<file path="src/verilog/eth_tx_pkg.sv">
// frame addressing record, framer and mac state enums, ethernet and ipv4 constants
package eth_tx_pkg;

  ////////////////////////////////////////////////////////////
  // host supplied addressing, latched by the framer per frame
  ////////////////////////////////////////////////////////////
  typedef struct packed {
    logic [47:0] dst_mac;
    logic [47:0] src_mac;
    logic [31:0] src_ip;
    logic [31:0] dst_ip;
    logic [7:0]  ttl;
    logic [7:0]  protocol;
    logic [15:0] ident;
  } ip_tx_cfg_t;

  // ipv4 framer states
  typedef enum logic [2:0] {
    ip_idle         = 3'd0,
    ip_wait_length  = 3'd1,
    ip_gen_checksum = 3'd2,
    ip_send_wait    = 3'd3,
    ip_wait_mac     = 3'd4,
    ip_send         = 3'd5
  } ip_tx_state_e;

  // gmii side states
  typedef enum logic [2:0] {
    mac_idle     = 3'd0,
    mac_preamble = 3'd1,
    mac_frame    = 3'd2,
    mac_fcs      = 3'd3
  } mac_tx_state_e;

  ////////////////////////////////////////////////////////////
  // frame constants
  ////////////////////////////////////////////////////////////
  localparam logic [15:0] eth_type_ipv4 = 16'h0800;
  // version 4, five 32-bit header words
  localparam logic [7:0]  ip_ver_ihl    = 8'h45;
  // don't fragment, offset zero
  localparam logic [15:0] ip_flags_frag = 16'h4000;
  // shortest ip length that fills a minimum ethernet frame
  localparam logic [15:0] min_ip_len    = 16'd46;
  localparam logic [15:0] eth_hdr_len   = 16'd14;
  localparam logic [15:0] ip_hdr_len    = 16'd20;
  localparam logic [15:0] send_timeout  = 16'hFFFF;

endpackage
</file>
<file path="src/verilog/eth_tx_top.sv">
// eth_tx_top, ipv4 transmit path with payload buffer, framer and gmii mac
`timescale 1ns/1ps

module eth_tx_top
#(
  parameter int PAYLOAD_DEPTH = 64
)
(
  input  logic                   clk,
  input  logic                   rst_n,
  input  eth_tx_pkg::ip_tx_cfg_t cfg,
  input  logic [15:0]            payload_len,
  input  logic                   wr_en,
  input  logic [7:0]             wr_data,
  input  logic                   tx_start,
  output logic                   gmii_tx_en,
  output logic [7:0]             gmii_txd,
  output logic                   busy
);

  logic       upper_tx_ready;
  logic [7:0] upper_layer_data;
  logic       upper_data_req;
  logic       mac_data_req;
  logic       ip_tx_ready;
  logic [7:0] ip_tx_data;
  logic       ip_tx_end;

  payload_buffer #(
    .PAYLOAD_DEPTH (PAYLOAD_DEPTH)
  ) payload_buffer_inst (
    .clk              (clk),
    .rst_n            (rst_n),
    .wr_en            (wr_en),
    .wr_data          (wr_data),
    .payload_len      (payload_len),
    .busy             (busy),
    .upper_data_req   (upper_data_req),
    .upper_tx_ready   (upper_tx_ready),
    .upper_layer_data (upper_layer_data)
  );

  // busy is the framer's own busy level
  ip_tx ip_tx_inst
  (
    .clk              (clk),
    .rst_n            (rst_n),
    .cfg              (cfg),
    .payload_len      (payload_len),
    .tx_start         (tx_start),
    .upper_tx_ready   (upper_tx_ready),
    .upper_layer_data (upper_layer_data),
    .upper_data_req   (upper_data_req),
    .mac_data_req     (mac_data_req),
    .ip_tx_busy       (busy),
    .ip_tx_ready      (ip_tx_ready),
    .ip_tx_data       (ip_tx_data),
    .ip_tx_end        (ip_tx_end)
  );

  mac_tx_crc mac_tx_crc_inst
  (
    .clk          (clk),
    .rst_n        (rst_n),
    .ip_tx_ready  (ip_tx_ready),
    .ip_tx_data   (ip_tx_data),
    .ip_tx_end    (ip_tx_end),
    .mac_data_req (mac_data_req),
    .gmii_tx_en   (gmii_tx_en),
    .gmii_txd     (gmii_txd)
  );

endmodule

</file>
<file path="src/verilog/mac_tx_crc.sv">
// mac_tx_crc, gmii transmitter with preamble, delimiter, frame pass-through and crc-32 fcs
`timescale 1ns/1ps

module mac_tx_crc
(
  input  logic       clk,
  input  logic       rst_n,
  input  logic       ip_tx_ready,
  input  logic [7:0] ip_tx_data,
  input  logic       ip_tx_end,
  output logic       mac_data_req,
  output logic       gmii_tx_en,
  output logic [7:0] gmii_txd
);

  // reflected form of 0x04c11db7
  localparam logic [31:0] crc_poly_rev  = 32'hEDB88320;
  localparam logic [7:0]  preamble_byte = 8'h55;
  localparam logic [7:0]  sfd_byte      = 8'hD5;

  eth_tx_pkg::mac_tx_state_e state;
  eth_tx_pkg::mac_tx_state_e state_next;

  logic [2:0]  cnt;
  logic        ready_d;
  logic [31:0] crc;

  // lsb first, one byte per call
  function automatic logic [31:0] crc32_byte(input logic [31:0] crc_in, input logic [7:0] data);
    logic [31:0] c;
    c = crc_in ^ {24'h000000, data};
    for (int i = 0; i < 8; i++)
      c = c[0] ? ((c >> 1) ^ crc_poly_rev) : (c >> 1);
    return c;
  endfunction

  ////////////////////////////////////////////////////////////
  // state machine
  ////////////////////////////////////////////////////////////
  always_comb
  begin
    state_next = state;
    case (state)
      eth_tx_pkg::mac_idle:
        if (ip_tx_ready && !ready_d)
          state_next = eth_tx_pkg::mac_preamble;
      eth_tx_pkg::mac_preamble:
        if (cnt == 3'd7)
          state_next = eth_tx_pkg::mac_frame;
      eth_tx_pkg::mac_frame:
        if (ip_tx_end)
          state_next = eth_tx_pkg::mac_fcs;
      eth_tx_pkg::mac_fcs:
        if (cnt == 3'd3)
          state_next = eth_tx_pkg::mac_idle;
      default:
        state_next = eth_tx_pkg::mac_idle;
    endcase
  end

  always_ff @(posedge clk or negedge rst_n)
  begin
    if (!rst_n)
    begin
      state        <= eth_tx_pkg::mac_idle;
      cnt          <= 3'd0;
      ready_d      <= 1'b0;
      mac_data_req <= 1'b0;
    end
    else
    begin
      state   <= state_next;
      cnt     <= (state_next != state) ? 3'd0 : cnt + 3'd1;
      ready_d <= ip_tx_ready;
      // framer needs two cycles, so byte 0 lands right after the sfd
      mac_data_req <= (state == eth_tx_pkg::mac_preamble) && (cnt == 3'd5);
    end
  end

  ////////////////////////////////////////////////////////////
  // gmii output and crc accumulator
  ////////////////////////////////////////////////////////////
  always_ff @(posedge clk or negedge rst_n)
  begin
    if (!rst_n)
    begin
      gmii_tx_en <= 1'b0;
      gmii_txd   <= 8'h00;
      crc        <= 32'hFFFFFFFF;
    end
    else
    begin
      case (state)
        eth_tx_pkg::mac_preamble:
        begin
          gmii_tx_en <= 1'b1;
          gmii_txd   <= (cnt == 3'd7) ? sfd_byte : preamble_byte;
          crc        <= 32'hFFFFFFFF;
        end
        eth_tx_pkg::mac_frame:
        begin
          gmii_tx_en <= 1'b1;
          gmii_txd   <= ip_tx_data;
          crc        <= crc32_byte(crc, ip_tx_data);
        end
        eth_tx_pkg::mac_fcs:
        begin
          // inverted remainder, low byte first
          gmii_tx_en <= 1'b1;
          gmii_txd   <= ~crc[7:0];
          crc        <= {8'h00, crc[31:8]};
        end
        default:
        begin
          gmii_tx_en <= 1'b0;
          gmii_txd   <= 8'h00;
          crc        <= 32'hFFFFFFFF;
        end
      endcase
    end
  end

endmodule

</file>
<file path="src/verilog/ip_tx.sv">
// ip_tx, ipv4 framer state machine with header byte multiplexer and checksum instance
`timescale 1ns/1ps

module ip_tx
(
  input  logic                   clk,
  input  logic                   rst_n,
  input  eth_tx_pkg::ip_tx_cfg_t cfg,
  input  logic [15:0]            payload_len,
  input  logic                   tx_start,
  input  logic                   upper_tx_ready,
  input  logic [7:0]             upper_layer_data,
  output logic                   upper_data_req,
  input  logic                   mac_data_req,
  output logic                   ip_tx_busy,
  output logic                   ip_tx_ready,
  output logic [7:0]             ip_tx_data,
  output logic                   ip_tx_end
);

  eth_tx_pkg::ip_tx_state_e state;
  eth_tx_pkg::ip_tx_state_e state_next;
  eth_tx_pkg::ip_tx_cfg_t   cfg_q;

  logic [15:0]      total_len_q;
  logic [15:0]      ip_len_pad;
  logic [15:0]      last_idx;
  logic [15:0]      byte_cnt;
  logic [15:0]      timeout;
  logic [2:0]       wait_cnt;
  logic             checksum_start;
  logic             checksum_done;
  logic [15:0]      checksum;
  logic [33:0][7:0] hdr;
  logic [5:0]       hdr_idx;

  assign ip_len_pad = (total_len_q < eth_tx_pkg::min_ip_len) ? eth_tx_pkg::min_ip_len
                                                              : total_len_q;
  assign last_idx   = eth_tx_pkg::eth_hdr_len + ip_len_pad - 16'd1;
  assign ip_tx_busy = (state != eth_tx_pkg::ip_idle);

  // ethernet and ipv4 headers, first byte at the top
  assign hdr = {cfg_q.dst_mac, cfg_q.src_mac, eth_tx_pkg::eth_type_ipv4,
                eth_tx_pkg::ip_ver_ihl, 8'h00, total_len_q, cfg_q.ident,
                eth_tx_pkg::ip_flags_frag, cfg_q.ttl, cfg_q.protocol, checksum,
                cfg_q.src_ip, cfg_q.dst_ip};
  assign hdr_idx = 6'(eth_tx_pkg::eth_hdr_len + eth_tx_pkg::ip_hdr_len - 16'd1 - byte_cnt);

  ip_header_checksum ip_header_checksum_inst
  (
    .clk       (clk),
    .rst_n     (rst_n),
    .start     (checksum_start),
    .cfg       (cfg_q),
    .total_len (total_len_q),
    .checksum  (checksum),
    .done      (checksum_done)
  );

  ////////////////////////////////////////////////////////////
  // state machine
  ////////////////////////////////////////////////////////////
  always_comb
  begin
    state_next = state;
    case (state)
      eth_tx_pkg::ip_idle:
        if (tx_start)
          state_next = eth_tx_pkg::ip_wait_length;
      eth_tx_pkg::ip_wait_length:
        if (wait_cnt == 3'd7)
          state_next = eth_tx_pkg::ip_gen_checksum;
      eth_tx_pkg::ip_gen_checksum:
        if (checksum_done)
          state_next = eth_tx_pkg::ip_send_wait;
      eth_tx_pkg::ip_send_wait:
        if (upper_tx_ready)
          state_next = eth_tx_pkg::ip_wait_mac;
        else if (timeout == eth_tx_pkg::send_timeout)
          state_next = eth_tx_pkg::ip_idle;
      eth_tx_pkg::ip_wait_mac:
        if (mac_data_req)
          state_next = eth_tx_pkg::ip_send;
        else if (timeout == eth_tx_pkg::send_timeout)
          state_next = eth_tx_pkg::ip_idle;
      eth_tx_pkg::ip_send:
        if (byte_cnt == last_idx)
          state_next = eth_tx_pkg::ip_idle;
      default:
        state_next = eth_tx_pkg::ip_idle;
    endcase
  end

  always_ff @(posedge clk or negedge rst_n)
  begin
    if (!rst_n)
      state <= eth_tx_pkg::ip_idle;
    else
      state <= state_next;
  end

  // frame fields frozen at start
  always_ff @(posedge clk)
  begin
    if ((state == eth_tx_pkg::ip_idle) && tx_start)
      cfg_q <= cfg;
  end

  always_ff @(posedge clk or negedge rst_n)
  begin
    if (!rst_n)
    begin
      total_len_q    <= 16'd0;
      wait_cnt       <= 3'd0;
      byte_cnt       <= 16'd0;
      timeout        <= 16'd0;
      checksum_start <= 1'b0;
      ip_tx_ready    <= 1'b0;
      ip_tx_end      <= 1'b0;
      upper_data_req <= 1'b0;
    end
    else
    begin
      if ((state == eth_tx_pkg::ip_idle) && tx_start)
        total_len_q <= payload_len + eth_tx_pkg::ip_hdr_len;
      wait_cnt <= (state == eth_tx_pkg::ip_wait_length) ? wait_cnt + 3'd1 : 3'd0;
      byte_cnt <= (state == eth_tx_pkg::ip_send) ? byte_cnt + 16'd1 : 16'd0;
      // counts only while a wait state makes no progress
      if (((state == eth_tx_pkg::ip_send_wait) || (state == eth_tx_pkg::ip_wait_mac))
          && (state_next == state))
        timeout <= timeout + 16'd1;
      else
        timeout <= 16'd0;
      checksum_start <= (state == eth_tx_pkg::ip_wait_length) && (wait_cnt == 3'd7);
      ip_tx_ready    <= (state_next == eth_tx_pkg::ip_wait_mac);
      ip_tx_end      <= (state == eth_tx_pkg::ip_send) && (byte_cnt == last_idx);
      upper_data_req <= (state == eth_tx_pkg::ip_send) && (byte_cnt == 16'd30);
    end
  end

  // byte mux, registered one cycle behind the counter
  always_ff @(posedge clk or negedge rst_n)
  begin
    if (!rst_n)
      ip_tx_data <= 8'h00;
    else if (state != eth_tx_pkg::ip_send)
      ip_tx_data <= 8'h00;
    else if (byte_cnt < (eth_tx_pkg::eth_hdr_len + eth_tx_pkg::ip_hdr_len))
      ip_tx_data <= hdr[hdr_idx];
    else
      ip_tx_data <= upper_layer_data;
  end

endmodule

</file>
<file path="src/verilog/payload_buffer.sv">
// payload_buffer, host written byte store that feeds payload and padding to the framer
`timescale 1ns/1ps

module payload_buffer
#(
  parameter int PAYLOAD_DEPTH = 64
)
(
  input  logic        clk,
  input  logic        rst_n,
  input  logic        wr_en,
  input  logic [7:0]  wr_data,
  input  logic [15:0] payload_len,
  input  logic        busy,
  input  logic        upper_data_req,
  output logic        upper_tx_ready,
  output logic [7:0]  upper_layer_data
);

  localparam int addr_w = $clog2(PAYLOAD_DEPTH);

  logic [7:0]      mem [PAYLOAD_DEPTH];
  logic [addr_w:0] wr_cnt;
  logic [addr_w:0] wr_addr;
  logic            wr_ok;
  logic            busy_d;
  logic            busy_fall;
  logic [15:0]     len_q;
  logic            req_d;
  logic            rd_active;
  logic [15:0]     rd_cnt;

  assign busy_fall = busy_d && !busy;
  // a write in the cycle busy falls lands at address zero
  assign wr_addr   = busy_fall ? '0 : wr_cnt;
  assign wr_ok     = wr_en && !busy && (wr_addr != (addr_w + 1)'(PAYLOAD_DEPTH));

  assign upper_tx_ready = (16'(wr_cnt) >= payload_len);

  always_ff @(posedge clk)
  begin
    if (wr_ok)
      mem[wr_addr[addr_w-1:0]] <= wr_data;
  end

  ////////////////////////////////////////////////////////////
  // write pointer, length capture, read sequencing
  ////////////////////////////////////////////////////////////
  always_ff @(posedge clk or negedge rst_n)
  begin
    if (!rst_n)
    begin
      wr_cnt    <= '0;
      busy_d    <= 1'b0;
      len_q     <= 16'd0;
      req_d     <= 1'b0;
      rd_active <= 1'b0;
      rd_cnt    <= 16'd0;
    end
    else
    begin
      busy_d <= busy;
      req_d  <= upper_data_req;
      if (busy_fall || wr_ok)
        wr_cnt <= wr_addr + (addr_w + 1)'(wr_ok);
      if (busy && !busy_d)
        len_q <= payload_len;
      if (!busy)
        rd_active <= 1'b0;
      else if (req_d)
        rd_active <= 1'b1;
      // byte 0 shows up three cycles after the request
      if (req_d)
        rd_cnt <= 16'd0;
      else if (rd_active)
        rd_cnt <= rd_cnt + 16'd1;
    end
  end

  // zeros past the stored length pad short frames
  always_ff @(posedge clk or negedge rst_n)
  begin
    if (!rst_n)
      upper_layer_data <= 8'h00;
    else if (rd_active && (rd_cnt < len_q))
      upper_layer_data <= mem[rd_cnt[addr_w-1:0]];
    else
      upper_layer_data <= 8'h00;
  end

endmodule

</file>
<file path="src/verilog/ip_header_checksum.sv">
// ip_header_checksum, a four stage ones'-complement adder tree over the ipv4 header words
`timescale 1ns/1ps

module ip_header_checksum
(
  input  logic                   clk,
  input  logic                   rst_n,
  input  logic                   start,
  input  eth_tx_pkg::ip_tx_cfg_t cfg,
  input  logic [15:0]            total_len,
  output logic [15:0]            checksum,
  output logic                   done
);

  logic [16:0] s1_a;
  logic [16:0] s1_b;
  logic [16:0] s1_c;
  logic [16:0] s1_d;
  logic [16:0] s1_e;
  logic [17:0] s2_a;
  logic [17:0] s2_b;
  logic [17:0] s2_c;
  logic [19:0] s3_sum;
  logic [16:0] fold1;
  logic [15:0] fold2;
  logic [2:0]  vld;

  // end around carry, folded twice
  assign fold1 = {1'b0, s3_sum[15:0]} + {13'd0, s3_sum[19:16]};
  assign fold2 = fold1[15:0] + {15'd0, fold1[16]};

  // stage 1, word pairs; checksum field counts as zero
  always_ff @(posedge clk)
  begin
    s1_a <= {1'b0, eth_tx_pkg::ip_ver_ihl, 8'h00} + {1'b0, total_len};
    s1_b <= {1'b0, cfg.ident} + {1'b0, eth_tx_pkg::ip_flags_frag};
    s1_c <= {1'b0, cfg.ttl, cfg.protocol};
    s1_d <= {1'b0, cfg.src_ip[31:16]} + {1'b0, cfg.src_ip[15:0]};
    s1_e <= {1'b0, cfg.dst_ip[31:16]} + {1'b0, cfg.dst_ip[15:0]};
  end

  // stages 2 to 4
  always_ff @(posedge clk)
  begin
    s2_a     <= {1'b0, s1_a} + {1'b0, s1_b};
    s2_b     <= {1'b0, s1_c} + {1'b0, s1_d};
    s2_c     <= {1'b0, s1_e};
    s3_sum   <= {2'b00, s2_a} + {2'b00, s2_b} + {2'b00, s2_c};
    checksum <= ~fold2;
  end

  // valid travels alongside the sum, so starts may overlap
  always_ff @(posedge clk or negedge rst_n)
  begin
    if (!rst_n)
    begin
      vld  <= 3'b000;
      done <= 1'b0;
    end
    else
    begin
      vld  <= {vld[1:0], start};
      done <= vld[2];
    end
  end

endmodule

</file>
<file path="config.mk">
export PLATFORM = sky130hd
export DESIGN_NAME = eth_tx_top
export DESIGN_NICKNAME = d
export VERILOG_FILES = /design/src/verilog/eth_tx_pkg.sv /design/src/verilog/eth_tx_top.sv /design/src/verilog/mac_tx_crc.sv /design/src/verilog/ip_tx.sv /design/src/verilog/payload_buffer.sv /design/src/verilog/ip_header_checksum.sv
export SDC_FILE = /design/constraint.sdc
export NUM_CORES = 1
export LEC_CHECK = 0
export BUFFER_PORTS_ARGS = -buffer_cell sky130_fd_sc_hd__buf_2
export CAP_MARGIN = 30
export CORE_ASPECT_RATIO = 0.5
export CORE_UTILIZATION = 25
export CTS_CLUSTER_SIZE = 16
export DETAILED_ROUTE_END_ITERATION = 8
export HOLD_SLACK_MARGIN = 0.02
export SYNTH_ARGS = -nofsm -noshare
export SYNTH_HDL_FRONTEND = slang
export SYNTH_SLANG_ARGS = --single-unit
</file>
<file path="constraint.sdc">
create_clock -name clk -period 6.02 [get_ports clk]
set_input_delay 1.204 -clock clk [delete_from_list [all_inputs] [get_ports clk]]
set_output_delay 1.204 -clock clk [all_outputs]
set_load 0.005 [all_outputs]
</file>
After elaboration in Yosys (flattened, before gate mapping)
Memories as Yosys holds them, arrays and structs flattened.
Index checks and enable logic that the tools add are counted.
{ "totals": {"reg_bits": 534, "mem_bits_rw": 512, "in_bits": 220, "out_inout_bits": 10, "elab_cells": 165, "n_memories": 1} }
{ "classes": {"addsub": 20, "n_lt_le_gt_ge": 5, "eq_ne": 21, "mux": 42, "bitwise_logic": 11, "n_reduce_logical": 22} }
{ "mem_list": {"columns": ["memory", "depth", "width", "read_ports", "rd_ports_with_merged_regs", "write_ports", "line_no", "source"], "rows": [
  ["payload_buffer_inst.mem", 64, 8, 1, 0, 1, "payload_buffer.sv:22", "logic [7:0] mem [PAYLOAD_DEPTH];"]
]} }
{ "op_table": {"columns": ["cell", "n"], "rows": [
  ["$mux 32", 8],
  ["$not 13->14", 8],
  ["$mux 16", 5],
  ["$pmux 32 s2", 1],
  ["$add 16x1->16 const B", 3],
  ["$bmux 8 s6", 1],
  ["$mux 8", 5],
  ["$mux 3", 13],
  ["$add 16x16->17", 2],
  ["$lt 16x6->1 const B", 2],
  ["$xor 32x8->32", 1],
  ["$pmux 8 s3", 1],
  ["$add 19x17->20", 1],
  ["$add 18x18->19", 1],
  ["$add 16x17->18", 1],
  ["$add 17x17->18", 1],
  ["$eq 3x3->1 const B", 6],
  ["$pmux 3 s6", 1],
  ["$add 15x16->17 const A", 1],
  ["$add 16x15->17 const B", 1],
  ["$add 16x4->17", 1],
  ["$add 16x1->16", 1],
  ["$add 16x5->16 const B", 1],
  ["$add 4x16->16 const A", 1],
  ["29 further kinds", 54]
]} }

Longest topological paths before layout
Gate-level depths: netlist of the first run.
{ "depth": {"depth_word": 18, "depth_mapped": 14, "ltp_nobuf": 13} }

Modules after synthesis
Synthesis of the first run repeated with hierarchy kept, for this count alone.
{ "hier_totals": {"hier_cells": 3060, "hier_area_um2": 45060.7} }
{ "modules_own_cells": {"columns": ["mod", "instances", "cells_each", "area_per_inst_um2", "seq_area_each_um2"], "rows": [
  ["payload_buffer", 1, 1207, 22546.6, 16625.9],
  ["ip_tx", 1, 831, 11549.8, 7417.1],
  ["ip_header_checksum", 1, 780, 8284.2, 3563.4],
  ["mac_tx_crc", 1, 242, 2680.1, 1266.2]
]} }

Worst setup path after synthesis of the first run
OpenSTA, ideal clock, no wires.
{ "synth_path": {"path_kind": "input -> register", "from": "input tx_start", "to": "register ip_tx_inst.cfg_q[0] (netlist bit) (enable)", "setup_ns": 0.543, "arrival_ns": 5.201, "t_required_ns": 5.477, "path_slack_ns": 0.276, "stages": 3, "cell_sequence": "nand2_1 clkbuf_1 inv_1"} }
{ "synth_via": {"elab_chain_cells": 1} }
{ "synth_lines": {"columns": ["item", "line_no", "source"], "rows": [
  ["from (decl)", "eth_tx_top.sv:15", "input logic tx_start,"],
  ["$logic_and 1x1->1", "ip_tx.sv:105", "if ((state == eth_tx_pkg::ip_idle) && tx_start)"],
  ["to (signal assigned)", "ip_tx.sv:106", "cfg_q <= cfg;"],
  ["to (decl)", "ip_tx.sv:23", "eth_tx_pkg::ip_tx_cfg_t cfg_q;"]
]} }
No other way between the ends.
A chain may end at the register's enable or synchronous reset.

Worst setup path in the final report of the first run
{ "layout_path": {"from": "register ip_tx_inst.total_len_q[9]", "to": "register ip_tx_inst.state[2]"} }
{ "layout_via": {"elab_chain_cells": 7} }
{ "layout_lines": {"columns": ["item", "line_no", "source"], "rows": [
  ["from (decl)", "ip_tx.sv:25", "logic [15:0] total_len_q;"],
  ["from (signal assigned)", "ip_tx.sv:125", "total_len_q <= payload_len + eth_tx_pkg::ip_hdr_len;"],
  ["$lt 16x6->1", "ip_tx.sv:37", "assign ip_len_pad = (total_len_q < eth_tx_pkg::min_ip_len) ? eth_tx_pkg::min_ip_len"],
  ["$mux 16 (*)", "ip_tx.sv:37", null],
  ["$add 4x16->16 (*)", "ip_tx.sv:39", "assign last_idx = eth_tx_pkg::eth_hdr_len + ip_len_pad - 16'd1;"],
  ["$sub 16x1->16 (*)", "ip_tx.sv:39", null],
  ["$eq 16x16->1 (*)", "ip_tx.sv:87", "if (byte_cnt == last_idx)"],
  ["$mux 3 (*)", "ip_tx.sv:87", null],
  ["$pmux 3 s6 (*)", "ip_tx.sv:66", "case (state)"],
  ["named net ip_tx_inst.state_next[2]", "ip_tx.sv:22", "eth_tx_pkg::ip_tx_state_e state_next;"],
  ["to (signal assigned)", "ip_tx.sv:97", "state <= eth_tx_pkg::ip_idle;"],
  ["to (signal assigned)", "ip_tx.sv:99", "state <= state_next;"],
  ["to (decl)", "ip_tx.sv:21", "eth_tx_pkg::ip_tx_state_e state;"]
]} }
Mark *: on every way through the listed nets, which the timed path passes. The rest lies on a longest branch.

==> reports/qor.yml, run 1 <==
cp_data_required_time_ns: 6.58
fin_crit_ns: 4.35
antenna_found_initial: 16
clockBufferDepth: 3
coreArea_mm2: 0.178
synth_area_mm2: 0.0451
irDropWorstVdd_uv: 294
p_per_area_mw_per_mm2: 417
syn-num-nets: 3380
syn_to_final_growth_pct: 16.5
max_freq_mhz: 230
final_cells: 5732
seqCellArea_mm2: 0.0289
clkTransAtPathRegs_ns: 0.07
hold_viol_final: 0
io_pins: 230
crit_fanout: 9
antenna_left: 0
place.gp.congestion: 0.871
dieArea_mm2: 0.182
slew_headroom_pct: 32.2
post_drt_wl_per_cell_um: 19.4
start_util_pct: 25.4
rsz0062_at_grt: "false"
grt_pass1_vias: 26551
numPortBuffers: 229
yosys-top-cells-area: "edfxtp_1 47%, mux4_2 10%, dfxtp_1 7.7%, dfrtp_1 7.6%, ha_1 3.6%"
ys_top_cells_by_count: "704 x edfxtp_1, 226 x nor2_1, 203 x mux4_2, 173 x dfxtp_1, 154 x nand2_1"
async_reset_ff_share_pct: 16.2
grt_pass1_wl_mm: 167
slew_violations: 0
routed-via-count: 26142
placed_area_mm2: 0.0490
wirelength_mm: 111
yosys_warnings: 0
yosysSeqAreaShare_pct: 64.0
cts_tree: "built"
drtPass1Iterations: 5
ctsHoldBuffers: 0
dp_cells: 5531
synth_edf_count: 704
fin_setup_tns_ns: 0
yosys.area.top_type_share_pct: 46.9
setup_viol: 0
via_per_inst: 4.56
cts_buffers: 104
die_w_um: 603
post-dp-hpwl_mm: 78.3
cts_setup_buffers: 0
synth.most_common_cell: "edfxtp_1"
hold_path.class: "reg2reg"
final_area_mm2: 0.0525
cp.arrival_ns: 4.92
syn_area_per_cell_um2: 15.0
final_nets: 3625
ys.flop_type: "edfxtp_1"
yosys_register_bits: 1046
track_usage_pct: 12.0
synthDistinctLibCells: 94
ctsHtreeMaxLevel: 3
fin_worst_skew_ns: 0.0634
ctsResizeCount: 0
critPathKind: "reg2reg"
cts.sinks: 1046
fp.dieH_um: 302
drc: 0
drv_cap: 0
n_fill_cell: 17712
drt_first_iter_violations: 2499
clkLatencyLatePin_ns: 0.71
drive_above_1_share_pct: 20.8
root_buffer: "clkbuf_16"
p_leak_nw: 18.1
grt_overflow: 0
cp-end-kind: "register"
syn_inst: 3008
grt_max_degree: 102
synth_top_area_cell: "edfxtp_1"
worstMarginPinSlew_ns: 1.02
outcome: "finished clean"
post-route-period-util_pct: 72.3
crit_path_start_kind: "register"
multi_input_area_mm2: 0.0153
rows: 109
[final timing paths]
| path | startpoint | end | slack [ns] | depth (start not counted) |
|---|---|---|---|---|
| min in group asynchronous | rst_n | mac_tx_crc_inst.gmii_txd[4]$_DFF_PN0_ | 0.56 | 2 |
| hold reg to reg | ip_tx_inst.ip_header_checksum_inst.s1_e[10]$_DFF_P_ | ip_tx_inst.ip_header_checksum_inst.s2_c[10]$_DFF_P_ | 0.32 | 0 |
| hold / removal | ip_tx_inst.ip_header_checksum_inst.s1_e[10]$_DFF_P_ | ip_tx_inst.ip_header_checksum_inst.s2_c[10]$_DFF_P_ | 0.32 | 0 |
| setup / recovery | ip_tx_inst.total_len_q[9]$_DFFE_PN0P_ | ip_tx_inst.state[2]$_DFF_PN0_ | 1.67 | 13 |
| max in group asynchronous | rst_n | payload_buffer_inst.rd_cnt[1]$_DFFE_PN0P_ | 4.51 | 3 |
| setup reg to reg | ip_tx_inst.total_len_q[9]$_DFFE_PN0P_ | ip_tx_inst.state[2]$_DFF_PN0_ | 1.67 | 13 |
[power by group]
| group | internal [W] | leakage (nW) | switching (W) |
|---|---|---|---|
| registers | 0.00875 | 10.0 | 0.000674 |
| clock network | 0.00373 | 1.69 | 0.00281 |
| logic | 0.00250 | 6.44 | 0.00342 |
[area by class of cell]
cell class	instances	area share (%)
well taps	2386	5.68
flip-flops and latches	1046	55.0
inverters	95	0.689
repair buffers	262	2.85
clock buffers	135	5.39
diodes	7	0.0334
multi-input cells	1744	29.1
clock inverters	57	1.20
[critical path: stages, from the launching register on]
cell,delay (ns)
dfrtp_1,0.49
inv_1,0.13
ha_1,0.15
or3b_4,0.39
a2111o_1,0.53
and2_1,0.22
ha_1,0.27
o311ai_1,0.74
xor3_2,0.32
a32oi_1,0.07
a2111oi_2,0.35
and2_1,0.21
nand4_2,0.14
a21bo_2,0.24
[metrics by stage]
| step | hold slack [ns] | setup WS (ns) | total power (W) | utilization, % |
|---|---|---|---|---|
| after floorplan | 0.310 | 0.276 | 0.0137 | - |
| after global placement | 0.314 | 1.75 | 0.0153 | 27.5 |
| after detailed placement | 0.313 | 1.76 | 0.0154 | 27.5 |
| after CTS | 0.326 | 1.74 | 0.0220 | 29.5 |
| after global routing | 0.319 | 1.41 | 0.0230 | 29.5 |
| final | 0.325 | 1.67 | 0.0219 | 29.5 |
[metal layers]
layer | vias to the layer above | share of wire [%] | GRT usage (%)
li1 | 11916 | - | -
met1 | 13294 | 42 | 15.2
met2 | 739 | 50 | 21.0
met3 | 193 | 4.5 | 1.45
met4 | 0 | 3.5 | 4.68
met5 | - | 0 | 0
[sequential cells by signal, indices dropped and copies added, names as in the netlist, 8 cells and up]
register / count
ip_tx_inst.ip_tx_data: 8
payload_buffer_inst.rd_cnt: 16
ip_tx_inst.ip_header_checksum_inst.checksum: 16
ip_tx_inst.byte_cnt: 16
ip_tx_inst.ip_header_checksum_inst.s1_b: 17
ip_tx_inst.ip_header_checksum_inst.s1_d: 17
ip_tx_inst.ip_header_checksum_inst.s2_c: 17
payload_buffer_inst.upper_layer_data: 8
ip_tx_inst.timeout: 16
ip_tx_inst.cfg_q: 192
mac_tx_crc_inst.crc: 32
ip_tx_inst.ip_header_checksum_inst.s3_sum: 20
ip_tx_inst.total_len_q: 16
ip_tx_inst.ip_header_checksum_inst.s1_c: 16
payload_buffer_inst.mem: 512
ip_tx_inst.ip_header_checksum_inst.s1_e: 17
ip_tx_inst.ip_header_checksum_inst.s2_a: 18
payload_buffer_inst.len_q: 16
ip_tx_inst.ip_header_checksum_inst.s1_a: 17
ip_tx_inst.ip_header_checksum_inst.s2_b: 18
mac_tx_crc_inst.gmii_txd: 8
[kinds of logic (layout without fill, tap and decap cells)]
logic type	Yosys count	count (layout)	share of synthesized area, %
simple gates	698	698	7.45
other cells	1	8	0.00832
xor+xnor	217	217	4.33
buf+inv	218	549	2.04
mux	272	272	11.7
fa+ha+maj	152	152	4.60
compound gates	404	404	5.83
flops	1046	1046	64.0
[placed cells by master (no fill, tap or decap), types with 19 or more instances in the layout]
| cell type | count |
|---|---|
| a211oi_1 | 21 |
| a21o_1 | 20 |
| a21oi_1 | 89 |
| and3_1 | 22 |
| buf_2 | 228 |
| buf_4 | 26 |
| clkbuf_1 | 22 |
| clkbuf_16 | 106 |
| clkinv_2 | 20 |
| dfrtp_1 | 132 |
| dfstp_2 | 32 |
| dfxtp_1 | 173 |
| edfxtp_1 | 704 |
| fa_1 | 23 |
| ha_1 | 128 |
| inv_1 | 94 |
| mux2i_1 | 56 |
| mux4_2 | 203 |
| nand2_1 | 154 |
| nand2b_1 | 23 |
| nand3_1 | 72 |
| nand4_1 | 25 |
| nor2_1 | 226 |
| nor2b_1 | 22 |
| nor3_1 | 48 |
| o21a_1 | 19 |
| o21ai_0 | 113 |
| or3_1 | 36 |
| xnor2_1 | 152 |
| xor2_1 | 61 |
No activity file was read; power rests on OpenSTA's default activity.
==> run 2, diff against run 1 <==
- clock period: 6.02 -> 3.5 ns (I/O delays scaled with it)
==> reports/qor.yml, run 2 (synthesis gave the netlist of run 1 again) <==
rsz0062_at_grt: "true"
drt_first_iter_violations: 2179  # -13%
crit_fanout: 4  # -5
die_w_um: 603  # unchanged
fin_crit_ns: 3.43  # -0.927 ns
min_to: "ip_tx_inst.cfg_q[148]$_DFFE_PP_"
numPortBuffers: 229  # unchanged
cp_data_required_time_ns: 4.10  # -2.48 ns
irDropWorstVdd_uv: 552  # +87%
pre_cts_slack_ns: 0.0895  # -1.67 ns
cp-end-kind: "register"
slew_headroom_pct: 37.3  # +5.2 points
slew_violations: 0  # unchanged
clockBufferDepth: 3  # unchanged
crit_path_start_kind: "register"
drtPass1Iterations: 7  # +2
pwr-share-comb_pct: 28.7  # +1.6 points
cp.arrival_ns: 4.03  # -0.89 ns
drive_above_1_share_pct: 23.5  # +2.6 points
p_int_w: 0.0260  # +73%
power.total_w: 0.0383  # +75%
final_common_cell: "edfxtp_1"
cts_buffers: 104  # unchanged
max_freq_mhz: 292  # +27%
clkPwrFrac_pct: 29.4  # -0.5 points
timing.rr.end: "ip_tx_inst.state[2]$_DFF_PN0_"
grt_overflow: 0  # unchanged
hold_path.class: "in2reg"
post-dp-hpwl_mm: 82.5  # +5.4%
final_area_mm2: 0.0534  # +1.7%
cts_tree: "built"
reg2reg_depth: 13  # unchanged
clkLatencyLatePin_ns: 0.72  # about the same
fp.dieH_um: 302  # unchanged
worstMarginPinSlew_ns: 0.937  # -0.0785 ns
start_util_pct: 25.4  # unchanged
critPathKind: "reg2reg"
grt_pass1_vias: 26868  # +1.2%
syn_to_final_growth_pct: 18.4
swShare_pct: 32.1  # +0.53 points
p_leak_nw: 18.7  # +2.9%
post-route-period-util_pct: 97.9  # +26 points
grt_pass1_wl_mm: 170  # +1.8%
fin_util_pct: 30.0  # +0.49 points
setup_ws_ns: 0.0723  # -1.59 ns
layout_common_cells: "704 x edfxtp_1, 228 x buf_2, 226 x nor2_1"
clkTransAtPathRegs_ns: 0.07  # about the same
ctsHtreeMaxLevel: 3  # unchanged
netSwitchingPower_w: 0.0123  # +78%
via_per_inst: 4.55  # -0.24%
grt_max_degree: 69  # -32%
post_drt_wl_per_cell_um: 19.6  # +1.1%
setup_viol: 0  # unchanged
min-delay-start: "cfg[148]"
drv_cap: 0  # unchanged
p_per_area_mw_per_mm2: 717  # +72%
largest_reg_flops: 512  # unchanged
antenna_found_initial: 10  # -6
cts.sinks: 1046  # unchanged
root_buffer: "clkbuf_16"
routed-via-count: 26512  # +1.4%
io_pins: 230  # unchanged
reg2reg_slack_ns: 0.07  # -1.59 ns
coreArea_mm2: 0.178  # unchanged
placed_area_mm2: 0.0498  # +1.8%
wirelength_mm: 114  # +2.8%
r2r_start: "ip_tx_inst.total_len_q[8]$_DFFE_PN0P_"
dieArea_mm2: 0.182  # unchanged
final_nets: 3719  # +2.6%
hold_viol_final: 0  # unchanged
rows: 109  # unchanged
seqPwrFrac_pct: 41.9  # -1.2 points
fin_hold_ws_ns: 0.146  # -0.178 ns
track_usage_pct: 12.3  # +0.33 points
antenna_left: 0  # unchanged
fin_worst_skew_ns: 0.0497  # -0.0137 ns
place.gp.congestion: 0.886  # +1.8%
outcome: "finished clean"
hold_path_depth: 1  # +1
drc: 0  # unchanged
## run 2: changes by cell type in the layout (fill, tap and decap cells not counted), moves of 2 or more
| cell | change |
|---|---|
| diode_2 | -3 |
| buf_16 | -2 |
| buf_4 | +82 |
| bufinv_16 | -2 |
| clkinv_8 | +3 |
| clkinv_4 | +3 |
| clkinv_16 | -3 |
| clkbuf_1 | -4 |
| clkinv_2 | +7 |
| inv_4 | +2 |
| buf_12 | +14 |
| clkinv_1 | -4 |
## run 2: layer usage
metal / track usage [%] / vias up / share of wire, %
li1: - / 12116 / -
met1: 15.5 / 13539 / 42
met2: 21.7 / 675 / 51
met3: 1.76 / 182 / 4.2
met4: 4.40 / 0 / 3.3
met5: 0 / - / 0
## run 2: power by group through the flow
stage          combinational [W]  sequential [W]  clock, W
4_1_cts                   0.0109          0.0161    0.0115
3_3_place_gp              0.0107          0.0163         0
3_5_place_dp              0.0108          0.0163         0
5_1_grt                   0.0121          0.0162    0.0120
2_1_floorplan            0.00777          0.0158         0
6_report                  0.0110          0.0160    0.0112
## run 2: per-stage QoR
stage / TNS, ns / cells
6_report: 0 / 5827
5_1_grt: -0.0879 / 5826
4_1_cts: 0 / 5817
3_5_place_dp: 0 / 5620
3_3_place_gp: 0 / 5618
2_1_floorplan: -121.46 / 3008
## run 2: layout make-up
class	instances	area [um^2]
fillers	17595	124000
flip-flops and latches	1046	28900
multi-input cells	1744	15400
well taps	2386	2990
clock buffers	133	2860
repair buffers	356	2330
clock inverters	63	596
inverters	95	360
diodes	4	10.0
## run 2: how the worst max path moves through the flow
stage | start | end | depth (start not counted) | slack [ns]
floorplan | tx_start | ip_tx_inst.cfg_q[0]$_DFFE_PP_ | 3 | -0.63
global placement | ip_tx_inst.total_len_q[8]$_DFFE_PN0P_ | ip_tx_inst.state[2]$_DFF_PN0_ | 13 | 0.11
detailed placement | ip_tx_inst.total_len_q[10]$_DFFE_PN0P_ | ip_tx_inst.state[2]$_DFF_PN0_ | 11 | 0.09
CTS | ip_tx_inst.total_len_q[8]$_DFFE_PN0P_ | ip_tx_inst.state[2]$_DFF_PN0_ | 13 | 0.04
global route | ip_tx_inst.total_len_q[8]$_DFFE_PN0P_ | ip_tx_inst.state[2]$_DFF_PN0_ | 13 | -0.05
finish | ip_tx_inst.total_len_q[8]$_DFFE_PN0P_ | ip_tx_inst.state[2]$_DFF_PN0_ | 13 | 0.07
## run 2: repair_timing
action | 4_1_cts | 5_1_grt
setup endpoints to repair | 0 | 5
gates resized for setup | 0 | 4
setup buffers | 0 | 4
hold buffers | 1 | 0
hold endpoints to repair | 47 | 0
## run 2: critical path: stages, from the launching register on
cell and delay [ns]:
dfrtp_1 0.40, inv_2 0.07, ha_1 0.15, or3b_4 0.39
a2111o_1 0.35, and2_4 0.19, ha_4 0.18, o311ai_4 0.28
xnor2_1 0.16, a32oi_1 0.13, a2111oi_2 0.42, and2_1 0.21
nand4_2 0.14, a21bo_2 0.25
